File: config.mk
export PLATFORM = sky130hd
export DESIGN_NAME = store_buffer
export DESIGN_NICKNAME = d
export VERILOG_FILES = /design/src/store_buffer_pkg.sv /design/src/store_buffer_lines.sv /design/src/store_buffer_decode.sv /design/src/store_buffer_execute.sv /design/src/store_buffer_result.sv /design/src/store_buffer.sv
export SDC_FILE = /design/constraint.sdc
export NUM_CORES = 2
export LEC_CHECK = 0
export ABC_AREA = 1
export ABC_CLOCK_PERIOD_IN_PS = 26700
export BUFFER_PORTS_ARGS = -buffer_cell sky130_fd_sc_hd__buf_2
export CORE_MARGIN = 2
export CORE_UTILIZATION = 45
export DETAILED_ROUTE_END_ITERATION = 8
export PLACE_DENSITY = 0.73
export SYNTH_ARGS = -nofsm -noshare
export SYNTH_HDL_FRONTEND = slang
export SYNTH_SLANG_ARGS = --single-unit
File: constraint.sdc
create_clock -name clock -period 26.7 [get_ports clock]
set_input_delay 1.335 -clock clock [delete_from_list [all_inputs] [get_ports clock]]
set_output_delay 1.335 -clock clock [all_outputs]
set_load 0.005 [all_outputs]
File: src/store_buffer_pkg.sv
package store_buffer_pkg;

  // ~~~~~~~~~~~~~~~~~~~~~~~~~~~~~~~~~~~~~~~~~~~~~~~~~~~~~~~~~~
  // constants
  // ~~~~~~~~~~~~~~~~~~~~~~~~~~~~~~~~~~~~~~~~~~~~~~~~~~~~~~~~~~

  localparam int tag_width = 29;  // address bits 31 to 3.

  // ~~~~~~~~~~~~~~~~~~~~~~~~~~~~~~~~~~~~~~~~~~~~~~~~~~~~~~~~~~
  // core and memory ports
  // ~~~~~~~~~~~~~~~~~~~~~~~~~~~~~~~~~~~~~~~~~~~~~~~~~~~~~~~~~~

  typedef struct packed {
    logic        valid;
    logic        fence;
    logic [31:0] addr;
    logic [63:0] wdata;
    logic [7:0]  wstrb;  // all zero on a load.
  } cpu_req_t;

  typedef struct packed {
    logic [63:0] rdata;
    logic        ready;
  } cpu_rsp_t;

  typedef struct packed {
    logic        valid;
    logic        store;
    logic [31:0] addr;
    logic [63:0] wdata;
    logic [7:0]  wstrb;
  } mem_req_t;

  typedef struct packed {
    logic [63:0] rdata;
    logic        ready;
  } mem_rsp_t;

  // ~~~~~~~~~~~~~~~~~~~~~~~~~~~~~~~~~~~~~~~~~~~~~~~~~~~~~~~~~~
  // internal
  // ~~~~~~~~~~~~~~~~~~~~~~~~~~~~~~~~~~~~~~~~~~~~~~~~~~~~~~~~~~

  typedef struct packed {
    logic                 valid;
    logic                 dirty;
    logic [tag_width-1:0] tag;
    logic [63:0]          data;
  } line_t;

  typedef enum logic [2:0] {
    op_load,
    op_store,
    op_uncached_load,
    op_uncached_store,
    op_flush_line
  } op_e;

  typedef struct packed {
    logic        valid;
    op_e         op;
    logic [31:0] addr;  // line index in bits 3 and up for a flush.
    logic [63:0] data;
    logic [7:0]  strb;
  } decoded_t;

  typedef struct packed {
    logic        valid;
    logic        store;
    logic        refill;  // load that fills a line.
    logic [31:0] addr;
    logic [63:0] wdata;
    logic [7:0]  wstrb;
  } mem_cmd_t;

endpackage

File: src/store_buffer_lines.sv
module store_buffer_lines #(
  parameter int line_count = 16,
  localparam int index_width = $clog2(line_count)
) (
  input  logic                    clock,
  input  logic                    reset,
  input  logic [index_width-1:0]  read_index,
  output store_buffer_pkg::line_t read_line,
  input  logic                    write_enable,
  input  logic [index_width-1:0]  write_index,
  input  store_buffer_pkg::line_t write_line
);

  store_buffer_pkg::line_t line_array [line_count];
  logic [line_count-1:0]   valid_bits;

  // valid bits live beside the array so reset can clear them.
  always_ff @(posedge clock) begin
    if (!reset) begin
      valid_bits <= '0;
    end else if (write_enable) begin
      valid_bits[write_index] <= write_line.valid;
    end
  end

  always_ff @(posedge clock) begin
    if (write_enable) begin
      line_array[write_index] <= write_line;
    end
  end

  // invalid lines read back as all zero.
  always_comb begin
    if (valid_bits[read_index]) begin
      read_line = line_array[read_index];
    end else begin
      read_line = '0;
    end
  end

endmodule

File: src/store_buffer_decode.sv
module store_buffer_decode #(
  parameter int line_count = 16,
  localparam int index_width = $clog2(line_count)
) (
  input  logic                       clock,
  input  logic                       reset,
  input  store_buffer_pkg::cpu_req_t cpu_req,
  input  logic                       done,
  output store_buffer_pkg::decoded_t request
);

  store_buffer_pkg::decoded_t pending;
  store_buffer_pkg::op_e      op_next;
  logic [index_width-1:0]     flush_index;
  logic                       flush;
  logic                       last_step;
  logic                       complete;
  logic                       hold;

  assign flush     = pending.op == store_buffer_pkg::op_flush_line;
  assign last_step = flush_index == index_width'(line_count - 1);
  assign complete  = done && (!flush || last_step);  // whole core request answered.

  // ~~~~~~~~~~~~~~~~~~~~~~~~~~~~~~~~~~~~~~~~~~~~~~~~~~~~~~~~~~
  // classify
  // ~~~~~~~~~~~~~~~~~~~~~~~~~~~~~~~~~~~~~~~~~~~~~~~~~~~~~~~~~~

  always_comb begin
    if (cpu_req.fence) begin
      op_next = store_buffer_pkg::op_flush_line;
    end else if (cpu_req.addr[31:28] == 4'h0) begin
      op_next = (|cpu_req.wstrb) ? store_buffer_pkg::op_uncached_store
                                 : store_buffer_pkg::op_uncached_load;
    end else begin
      op_next = (|cpu_req.wstrb) ? store_buffer_pkg::op_store
                                 : store_buffer_pkg::op_load;
    end
  end

  // ~~~~~~~~~~~~~~~~~~~~~~~~~~~~~~~~~~~~~~~~~~~~~~~~~~~~~~~~~~
  // capture and fence walk
  // ~~~~~~~~~~~~~~~~~~~~~~~~~~~~~~~~~~~~~~~~~~~~~~~~~~~~~~~~~~

  always_ff @(posedge clock) begin
    if (!reset) begin
      pending.valid <= 1'b0;
      flush_index   <= '0;
      hold          <= 1'b0;
    end else begin
      hold <= complete;  // core still shows the answered request.
      if (pending.valid) begin
        if (complete) begin
          pending.valid <= 1'b0;
          flush_index   <= '0;
        end else if (done) begin
          flush_index <= flush_index + 1'b1;  // next line of the fence.
        end
      end else if (cpu_req.valid && !hold) begin
        pending.valid <= 1'b1;
        pending.op    <= op_next;
        pending.addr  <= cpu_req.addr;
        pending.data  <= cpu_req.wdata;
        pending.strb  <= cpu_req.wstrb;
      end
    end
  end

  always_comb begin
    request = pending;
    if (flush) begin
      request.addr = '0;
      request.addr[index_width+2:3] = flush_index;
    end
  end

  request_held: assert property (@(posedge clock) disable iff (!reset)
    request.valid && !done |=> request.valid)
    else $error("request dropped without done.");

endmodule

File: src/store_buffer_execute.sv
module store_buffer_execute #(
  parameter int line_count = 16,
  localparam int index_width = $clog2(line_count)
) (
  input  logic                       clock,
  input  logic                       reset,
  input  store_buffer_pkg::decoded_t request,
  output logic                       done,
  output logic [index_width-1:0]     read_index,
  input  store_buffer_pkg::line_t    read_line,
  output logic                       write_enable,
  output logic [index_width-1:0]     write_index,
  output store_buffer_pkg::line_t    write_line,
  output store_buffer_pkg::mem_cmd_t mem_cmd,
  input  logic                       mem_done,
  input  logic [63:0]                fill_data,
  output logic                       finish,
  output logic [63:0]                finish_data
);

  typedef enum logic [2:0] {
    state_lookup,
    state_writeback,
    state_refill,
    state_update,
    state_finish
  } state_e;

  state_e state, state_next;

  logic [store_buffer_pkg::tag_width-1:0] tag;
  logic [index_width-1:0] index;
  logic [63:0] merged;
  logic [63:0] data_q;
  logic        cached, store, flush, hit, victim_dirty;

  assign index        = request.addr[index_width+2:3];
  assign tag          = request.addr[31:32-store_buffer_pkg::tag_width];
  assign read_index   = index;
  assign write_index  = index;
  assign store        = request.op == store_buffer_pkg::op_store;
  assign flush        = request.op == store_buffer_pkg::op_flush_line;
  assign cached       = store || request.op == store_buffer_pkg::op_load;
  assign hit          = cached && read_line.valid && read_line.tag == tag;
  assign victim_dirty = read_line.valid && read_line.dirty;

  always_comb begin
    for (int b = 0; b < 8; b++) begin
      merged[8*b +: 8] = request.strb[b] ? request.data[8*b +: 8] : read_line.data[8*b +: 8];
    end
  end

  // ~~~~~~~~~~~~~~~~~~~~~~~~~~~~~~~~~~~~~~~~~~~~~~~~~~~~~~~~~~
  // line FSM
  // ~~~~~~~~~~~~~~~~~~~~~~~~~~~~~~~~~~~~~~~~~~~~~~~~~~~~~~~~~~

  always_comb begin
    state_next   = state;
    write_enable = 1'b0;
    write_line   = '0;
    case (state)
      state_lookup: begin
        if (request.valid) begin
          case (request.op)
            store_buffer_pkg::op_load, store_buffer_pkg::op_store: begin
              if (hit) begin
                write_enable = store;  // merge under strobe, mark dirty.
                write_line   = '{valid: 1'b1, dirty: 1'b1, tag: tag, data: merged};
                state_next   = state_finish;
              end else begin
                state_next = victim_dirty ? state_writeback : state_refill;
              end
            end
            store_buffer_pkg::op_uncached_load:  state_next = state_refill;
            store_buffer_pkg::op_uncached_store: state_next = state_writeback;
            default: state_next = victim_dirty ? state_writeback : state_update;
          endcase
        end
      end
      state_writeback: begin
        if (mem_done) begin
          if (flush) begin
            state_next = state_update;
          end else if (cached) begin
            state_next = state_refill;
          end else begin
            state_next = state_finish;
          end
        end
      end
      state_refill: begin
        if (mem_done) begin
          state_next = mem_cmd.refill ? state_update : state_finish;
        end
      end
      state_update: begin
        write_enable = 1'b1;
        if (flush) begin
          state_next = state_finish;  // line cleared.
        end else begin
          write_line = '{valid: 1'b1, dirty: 1'b0, tag: tag, data: data_q};
          state_next = state_lookup;  // retry now hits.
        end
      end
      default: state_next = state_lookup;
    endcase
  end

  always_ff @(posedge clock) begin
    if (!reset) begin
      state <= state_lookup;
    end else begin
      state <= state_next;
    end
  end

  // load data, fill data, or zero for stores and fences.
  always_ff @(posedge clock) begin
    if (state == state_lookup) begin
      data_q <= (hit && !store) ? read_line.data : '0;
    end else if (mem_done && !mem_cmd.store) begin
      data_q <= fill_data;
    end
  end

  // ~~~~~~~~~~~~~~~~~~~~~~~~~~~~~~~~~~~~~~~~~~~~~~~~~~~~~~~~~~
  // memory command
  // ~~~~~~~~~~~~~~~~~~~~~~~~~~~~~~~~~~~~~~~~~~~~~~~~~~~~~~~~~~

  always_comb begin
    mem_cmd = '0;
    if (state == state_writeback) begin
      mem_cmd.valid = 1'b1;
      mem_cmd.store = 1'b1;
      if (request.op == store_buffer_pkg::op_uncached_store) begin
        mem_cmd.addr  = request.addr;
        mem_cmd.wdata = request.data;
        mem_cmd.wstrb = request.strb;
      end else begin
        mem_cmd.addr  = {read_line.tag, 3'b000};  // victim address.
        mem_cmd.wdata = read_line.data;
        mem_cmd.wstrb = 8'hff;
      end
    end else if (state == state_refill) begin
      mem_cmd.valid  = 1'b1;
      mem_cmd.refill = cached;
      mem_cmd.addr   = cached ? {tag, 3'b000} : request.addr;
    end
  end

  assign done        = state == state_finish;
  assign finish      = done && (!flush || &index);  // only the last fence step answers.
  assign finish_data = data_q;

  write_needs_request: assert property (@(posedge clock) disable iff (!reset)
    write_enable |-> request.valid)
    else $error("line write without a pending request.");

endmodule

File: src/store_buffer_result.sv
module store_buffer_result (
  input  logic                       clock,
  input  logic                       reset,
  input  store_buffer_pkg::mem_cmd_t mem_cmd,
  output logic                       mem_done,
  output logic [63:0]                fill_data,
  input  logic                       finish,
  input  logic [63:0]                finish_data,
  output store_buffer_pkg::mem_req_t mem_req,
  input  store_buffer_pkg::mem_rsp_t mem_rsp,
  output store_buffer_pkg::cpu_rsp_t cpu_rsp
);

  // ~~~~~~~~~~~~~~~~~~~~~~~~~~~~~~~~~~~~~~~~~~~~~~~~~~~~~~~~~~
  // memory side
  // ~~~~~~~~~~~~~~~~~~~~~~~~~~~~~~~~~~~~~~~~~~~~~~~~~~~~~~~~~~

  // command is held by execute until mem_done.
  always_comb begin
    mem_req.valid = mem_cmd.valid;
    mem_req.store = mem_cmd.store;
    mem_req.addr  = mem_cmd.addr;
    mem_req.wdata = mem_cmd.store ? mem_cmd.wdata : '0;
    mem_req.wstrb = mem_cmd.store ? mem_cmd.wstrb : '0;
  end

  assign mem_done  = mem_cmd.valid && mem_rsp.ready;  // transfer cycle.
  assign fill_data = mem_rsp.rdata;

  // ~~~~~~~~~~~~~~~~~~~~~~~~~~~~~~~~~~~~~~~~~~~~~~~~~~~~~~~~~~
  // core side
  // ~~~~~~~~~~~~~~~~~~~~~~~~~~~~~~~~~~~~~~~~~~~~~~~~~~~~~~~~~~

  always_ff @(posedge clock) begin
    if (!reset) begin
      cpu_rsp.ready <= 1'b0;
    end else begin
      cpu_rsp.ready <= finish;
    end
  end

  always_ff @(posedge clock) begin
    cpu_rsp.rdata <= finish ? finish_data : '0;  // zero outside a response.
  end

  mem_req_stable: assert property (@(posedge clock) disable iff (!reset)
    mem_req.valid && !mem_rsp.ready |=> $stable(mem_req))
    else $error("mem_req changed before ready.");

endmodule

File: src/store_buffer.sv
module store_buffer #(
  parameter int line_count = 16
) (
  input  logic                       clock,
  input  logic                       reset,
  input  store_buffer_pkg::cpu_req_t cpu_req,
  output store_buffer_pkg::cpu_rsp_t cpu_rsp,
  output store_buffer_pkg::mem_req_t mem_req,
  input  store_buffer_pkg::mem_rsp_t mem_rsp
);

  localparam int index_width = $clog2(line_count);

  store_buffer_pkg::decoded_t request;
  store_buffer_pkg::line_t    read_line;
  store_buffer_pkg::line_t    write_line;
  store_buffer_pkg::mem_cmd_t mem_cmd;
  logic [index_width-1:0]     read_index;
  logic [index_width-1:0]     write_index;
  logic                       write_enable;
  logic                       done;
  logic                       mem_done;
  logic                       finish;
  logic [63:0]                fill_data;
  logic [63:0]                finish_data;

  store_buffer_decode #(
    .line_count(line_count)
  ) decode (
    .clock  (clock),
    .reset  (reset),
    .cpu_req(cpu_req),
    .done   (done),
    .request(request)
  );

  store_buffer_execute #(
    .line_count(line_count)
  ) execute (
    .clock       (clock),
    .reset       (reset),
    .request     (request),
    .done        (done),
    .read_index  (read_index),
    .read_line   (read_line),
    .write_enable(write_enable),
    .write_index (write_index),
    .write_line  (write_line),
    .mem_cmd     (mem_cmd),
    .mem_done    (mem_done),
    .fill_data   (fill_data),
    .finish      (finish),
    .finish_data (finish_data)
  );

  store_buffer_lines #(
    .line_count(line_count)
  ) lines (
    .clock       (clock),
    .reset       (reset),
    .read_index  (read_index),
    .read_line   (read_line),
    .write_enable(write_enable),
    .write_index (write_index),
    .write_line  (write_line)
  );

  store_buffer_result result (
    .clock      (clock),
    .reset      (reset),
    .mem_cmd    (mem_cmd),
    .mem_done   (mem_done),
    .fill_data  (fill_data),
    .finish     (finish),
    .finish_data(finish_data),
    .mem_req    (mem_req),
    .mem_rsp    (mem_rsp),
    .cpu_rsp    (cpu_rsp)
  );

endmodule

After elaboration in Yosys (flattened, before gate mapping)
Memories as Yosys holds them, arrays and structs flattened.
Cells that the tools add are included.

cells by class
  $add $sub $neg = 1
  multiply operators = 0
  div/mod/pow operators = 0
  magnitude comparators = 2
  equal/unequal tests = 13
  shift-type cells = 0
  multiplexer cells = 61
  bitwise operators = 1
  reductions and logical operators = 28

operators by type and width
  cell                                                 number
  two-way mux 95 bit                                   5
  two-way mux 64 bit                                   4
  one-hot mux 95 bit (2 select lines)                  1
  two-way mux 108 bit                                  1
  two-way mux 104 bit                                  1
  two-way mux 72 bit                                   1
  two-way mux 8 bit                                    9
  two-way mux 32 bit                                   2
  two-way mux 3 bit                                    11
  two-way mux 33 bit                                   1
  equality test 29 bit                                 1
  bitwise mux 16 bit                                   1
  two-way mux 1 bit                                    15
  equality test 3 x 2 -> 1 bit, second input constant  4
  one-hot mux 3 bit (4 select lines)                   1
  logical AND 1 bit                                    10
  one-hot mux 3 bit (3 select lines)                   1
  two-way mux 4 bit                                    2
  OR reduction 8 bit                                   1
  equality test 3 x 1 -> 1 bit, second input constant  2
  equality test 3 bit, second input constant           2
  logical NOT 3 bit                                    2
  AND reduction 3 bit                                  2
  < comparator 4 x 5 -> 1 bit, second input constant   1
  17 further kinds                                     25

word-level totals
  bits in registers = 261
  latch bits = 0
  RAM bits = 1520
  ROM bits = 0
  input port bits = 173
  output and inout port bits = 171
  logic and storage cells = 119
  memories = 1

memory list
  memory            words  bits a word  read ports  clocked after Yosys merged registers in  wr ports  RTL line                  source
  lines.line_array  16     95           1           0                                        1         store_buffer_lines.sv:14  store_buffer_pkg::line_t line_array [line_count];

Logic depth before layout (Yosys ltp)
  depth in word-level cells = 13
  gate-level depth with buffers = 29

Hierarchy
From an unflattened synthesis, not the netlist that was laid out.

second synthesis, totals
  cells, all modules = 8320
  area, all modules = 80657.4 um^2

by module, submodules not included
  module                instances  cells each  area each (um^2)
  store_buffer_lines    1          6457        66203.5
  store_buffer_execute  1          1102        6830.3
  store_buffer_decode   1          307         4424.2
  store_buffer_result   1          454         3199.3

Worst setup path before layout
OpenSTA, ideal clock, no wires.

  path type = register to register
  start point = reg decode.pending, in the netlist decode.request[105]
  end point = mem lines.line_array[12][0] in the netlist's numbering, enable pin
  setup time = 665 ps
  arrival time = 9219 ps
  required time = 26035 ps
  setup slack = 16817 ps
  cell stages (with the launch flop) = 24
  buffers on the path = 3
  clock period less this slack = 9883 ps
  cell sequence = edfxtp_1 > nor2_4 > nand2_4 > or2_1 > o21ai_2 > nand2_2 > inv_2 > nand2_1 > nand2_1 > inv_2 > nand2_2 > buf_6 > buf_4 > nand2_1 > nand2_1 > o211ai_1 > nor2_1 > nand2_1 > nor2_2 > nand4_1 > nand2_2 > buf_4 > inv_2 > nor3_1

on the way
  word-level cells in the longest chain between the ends = 13
  elaborated cells between the ends (all ways) = 19
  classes of those cells = eq/ne: 3; mux: 10; reduce/logical: 5; memory: 1

RTL lines
  element                                                    RTL line                    source
  start: declaration                                         store_buffer_decode.sv:12   store_buffer_pkg::decoded_t pending;
  equality test 3 bit                                        store_buffer_decode.sv:20   assign flush = pending.op == store_buffer_pkg::op_flush_line;
  two-way mux 32 bit                                         store_buffer_decode.sv:70   if (flush) begin
  binary-select mux 1 bit (select 4 bit)                     store_buffer_lines.sv:34    if (valid_bits[read_index]) begin
  two-way mux 1 bit (implied by the code)                    store_buffer_lines.sv:34
  two-way mux 95 bit                                         store_buffer_lines.sv:34
  equality test 29 bit or logical AND 1 bit (tied branches)  store_buffer_execute.sv:44  assign hit = cached && read_line.valid && read_line.tag == tag;
  logical AND 1 bit                                          store_buffer_execute.sv:44
  two-way mux 1 bit                                          store_buffer_execute.sv:66  if (hit) begin
  two-way mux 1 bit                                          store_buffer_execute.sv:64  case (request.op)
  two-way mux 1 bit                                          store_buffer_execute.sv:63  if (request.valid) begin
  one-hot mux 1 bit (2 select lines)                         store_buffer_execute.sv:61  case (state)
  two-way mux 1 bit                                          store_buffer_lines.sv:27    if (write_enable) begin
  two-way mux 1 bit (implied by the code)                    store_buffer_lines.sv:28    line_array[write_index] <= write_line;
  end: declaration                                           store_buffer_lines.sv:14

Parallel ways exist; a longest one is shown, timed or not. The select of a mux whose other input is x is not followed.

==> metrics.md <==
| Metric | Value |
|---|---|
| Switching pwr | `about 1.5 mW` |
| P per Cell Area | `75.03 nW/um2` |
| Fin crit period | `9.042 ns` |
| Most common cell after layout, fill and taps aside | `edfxtp_1` |
| Share of post-route cells with drive strength above 1 | `roughly an eighth` |
| Stages on worst setup path | `15` |
| Status | `complete, no violations` |
| Pleak | `roughly 29 nW` |
| H-tree levels | `4` |
| Synth warn | `0` |
| Synth top area cells | `edfxtp_1, nand2_1, o22ai_1` |
| Synth Area in Simple Gates | `between 10% and 20%` |
| Vias per cell | `roughly 5.8` |
| Clock sinks | `1,781` |
| Post-synth net total | `around 6,000` |
| Setup Skew | `approximately 0.072 ns` |
| Setup tns final | `0 ns` |
| Register bit total from synthesis | `1,781` |
| Final Hold Fails | `0` |
| Nets | `6,273` |
| Syn Area/Cell | `~12 um2` |
| Initial antenna violation count | `8` |
| CP Capture Type | `output port` |
| GPL Wtd Cong | `0.9074` |
| Clock transition at path regs | `~0.06 ns` |
| GR Util All Layers | `between 20 and 25%` |
| Sw frac | `between 20% and 30%` |
| Multi-input logic area | `14,950 um2` |
| Filler cells | `13,021` |
| Total CTS buffers | `~180` |
| Final worst slack | `between 15 and 20 ns` |
| Unrepaired setup endpoints after global routing | `no` |
| Final Core Density | `about half` |
| Die X-Extent | `400.9 um` |
| Final total power | `around 6 mW` |
| DP Cell Count | `7,979` |
| Number of cells on the worst reg-to-reg path | `23` |
| Max-cap viol count | `0` |
| Seq/Total Area, Yosys | `around 74%` |
| Hpwl dp | `around 110 mm` |
| Pint | `roughly 4.6 mW` |
| Compound-gate portion of the synthesized area | `9.731%` |
| Sequential power share | `between 50% and 60%` |
| Die ar. | `160,700 um2` |
| Drt pass-1 iters | `8` |
| Max Slew Vio Count | `0` |
| Rows | `145` |
| Storage cell area | `~53,000 um2` |
| Worst-Margin Slew | `1.396 ns` |
| Vias | `roughly 48,000` |
| Post-synthesis mux area share | `0%` |
| Drt total wl | `between 150 and 200 mm` |
| Hold Slack | `between 0.4 and 0.5 ns` |
| Design area | `slightly above 80,000 um2` |
| Io pins | `approximately 340` |
| CP max stage cell | `buf_4` |
| Initial DRC Count | `6,493` |
| Comb power frac | `~7.6%` |
| Setup violators final | `0` |
| Startpoint types | `register` |
| Clk Latency, worst-skew pair | `about 0.84 ns` |
| Most used cell, CP | `buf_4` |
| Area Overhead vs Synth | `13.45%` |
| Setup WS pre-CTS | `roughly 18 ns` |
| Synth unique cells | `39` |
| Number of I/O port buffers | `~340` |
| Synth Instances | `around 5,800` |
| Peak Freq | `110.6 MHz` |
| Most frequent cells in the layout | `edfxtp_1, nand2_1, o22ai_1` |
| Fin cells | `8,310` |
| Slew headroom | `6.952%` |
| Largest family of logic cells by synthesized area | `simple AND/OR/NAND/NOR gates` |
| First-pass GRT wire length | `around 290 mm` |
| Largest delay share family, worst path | `buffers and inverters` |
| Cell Area, Synth | `between 70,000 and 80,000 um2` |
| Vias in the first global route | `between 40,000 and 50,000` |
| Crit path kind | `register to output port` |
| CP Buf/Inv Count | `6` |
| Routed len/inst | `around 24 um` |
| Core box area | `156,400 um2` |
| Synth Area in Adders | `less than 1%` |
| Gr ovfl total | `0` |
| Cell Area, Placed | `74,740 um2` |
| Post-CTS setup buffers | `0` |
| Critical Path, Cell by Cell | `nand2_4 > nand2_1 > nand2_4 > nor2_1 > inv_8 > buf_4 > buf_4 > buf_4 > o22ai_1 > o21ai_0 > nand2_1 > inv_1 > nand4_1 > o21ai_0 > buf_2` |
| Share of the synthesized area in the top cell type | `between 70% and 80%` |
| Clock group share of total power | `between 40 and 50%` |
| Clock root cell | `clkbuf_16` |
| Worst stage delay on the critical path | `~0.84 ns` |
| Die height | `approximately 400 um` |
| CTS max path bufs | `3` |
| Critical path required time | `roughly 25 ns` |
| Synth area leader | `edfxtp_1` |
| CTS tree | `yes` |
| Worst hold path class | `register to register` |
| VDD IR max | `roughly 80 uV` |
| CP Data Arrival Time | `just under 8 ns` |
| WHS Path Cells | `2` |
| # hold bufs at CTS | `0` |
| Initial core utilization | `45.32%` |
| Critical Path Fanout Max | `82` |
| CTS resizes | `0` |
| Period Utilization, post-route | `33.87%` |
| XOR/XNOR share of the synthesized area | `0.01236%` |
| Largest net degree at the start of global routing | `147` |
| Antenna Nets Post-Route | `0` |
| Number of remaining DRC errors | `0` |
==> worst register-to-register path, cell delays in order (launching register included) <==
cell and delay (ns):
edfxtp_1 0.54, nand2_4 0.31, inv_2 0.34, o21ai_2 0.53, nand2_2 0.25, inv_4 0.69, nand2_1 0.12, nand2_1 0.10
inv_2 0.07, nand2_8 0.52, nand2_1 0.27, nor2_1 0.28, nand2_1 0.18, nor2_1 0.12, nand2_1 0.06, nor2_1 0.10
nand2_1 0.07, nor2_2 0.37, nand4_1 0.18, nand2_2 0.57, nand2_1 0.44, nor2_4 0.67, buf_4 0.70, buf_4 0.83
==> registers in the layout, indices dropped and copies added (netlist names), 3 cells and up <==
name                 cells
decode.flush_index       4
decode.pending          32
decode.request          76
execute.finish_data     64
execute.state            3
lines.line_array      1520
lines.valid_bits        16
result.cpu_rsp          65
==> cell families (layout without fill, tap and decap cells) <==
| kind of cell | count (synthesis) | count (layout) |
|---|---|---|
| AND/OR/NAND/NOR | 1940 | 1940 |
| flip-flops | 1781 | 1781 |
| AO/OA/AOI/OAI | 1186 | 1186 |
| buffers and inverters | 919 | 1339 |
| adder cells (fa/ha/maj) | 1 | 1 |
| XOR/XNOR | 1 | 1 |
| other | 0 | 4 |
==> power groups by stage <==
stage | combinational (mW) | clock [mW] | sequential [mW]
after floorplan | 0.251 | 0 | 3.22
after global placement | 0.437 | 0 | 3.21
after detailed placement | 0.442 | 0 | 3.22
after CTS | 0.445 | 2.44 | 3.16
after global routing | 0.485 | 2.54 | 3.16
final | 0.457 | 2.42 | 3.16
==> cell type report <==
cell class / instances / area share (%)
flip-flops and latches: 1781 / 65.40
well taps: 2058 / 3.203
diodes: 4 / 0.01245
inverters: 581 / 2.740
repair buffers: 431 / 3.019
multi-input cells: 3128 / 18.59
clock buffers: 242 / 5.898
clock inverters: 85 / 1.136
==> synthesized netlist by cell type, drive strengths merged <==
cell type and count:
nand3 121, nor4 2, clkinv 3, nand3b 48, o21bai 1, ha 1
nand2 1484, inv 578, nor3b 1, o31ai 64, o21ai 465, or2 2
a211oi 1, nand4 33, a22oi 4, o22ai 609, a21oi 35, dfxtp 90
buf 132, xor2 1, nor2 236, clkbuf 206, o211ai 1, edfxtp 1691
a31oi 5, o41ai 1, nor3 13
==> metal layers <==
metal | wire (um) | global-route usage (%) | up-vias
met5 | 13 | 0 | -
met4 | 6682 | 9.149 | 2
met3 | 26610 | 5.727 | 448
met2 | 89920 | 36.99 | 3269
met1 | 75880 | 33.35 | 23288
li1 | - | - | 21202
==> worst paths after layout <==
check / start / to / slack, ns
hold reg to reg: lines.valid_bits[7] / lines.valid_bits[7] / 0.48
setup reg to reg: decode.request[106] / lines.line_array[1][36] / 17.91
hold / removal: lines.valid_bits[7] / lines.valid_bits[7] / 0.48
setup / recovery: decode.request[106] / mem_req[14] / 17.66
Note: power is estimated with default switching activity, not from simulation.
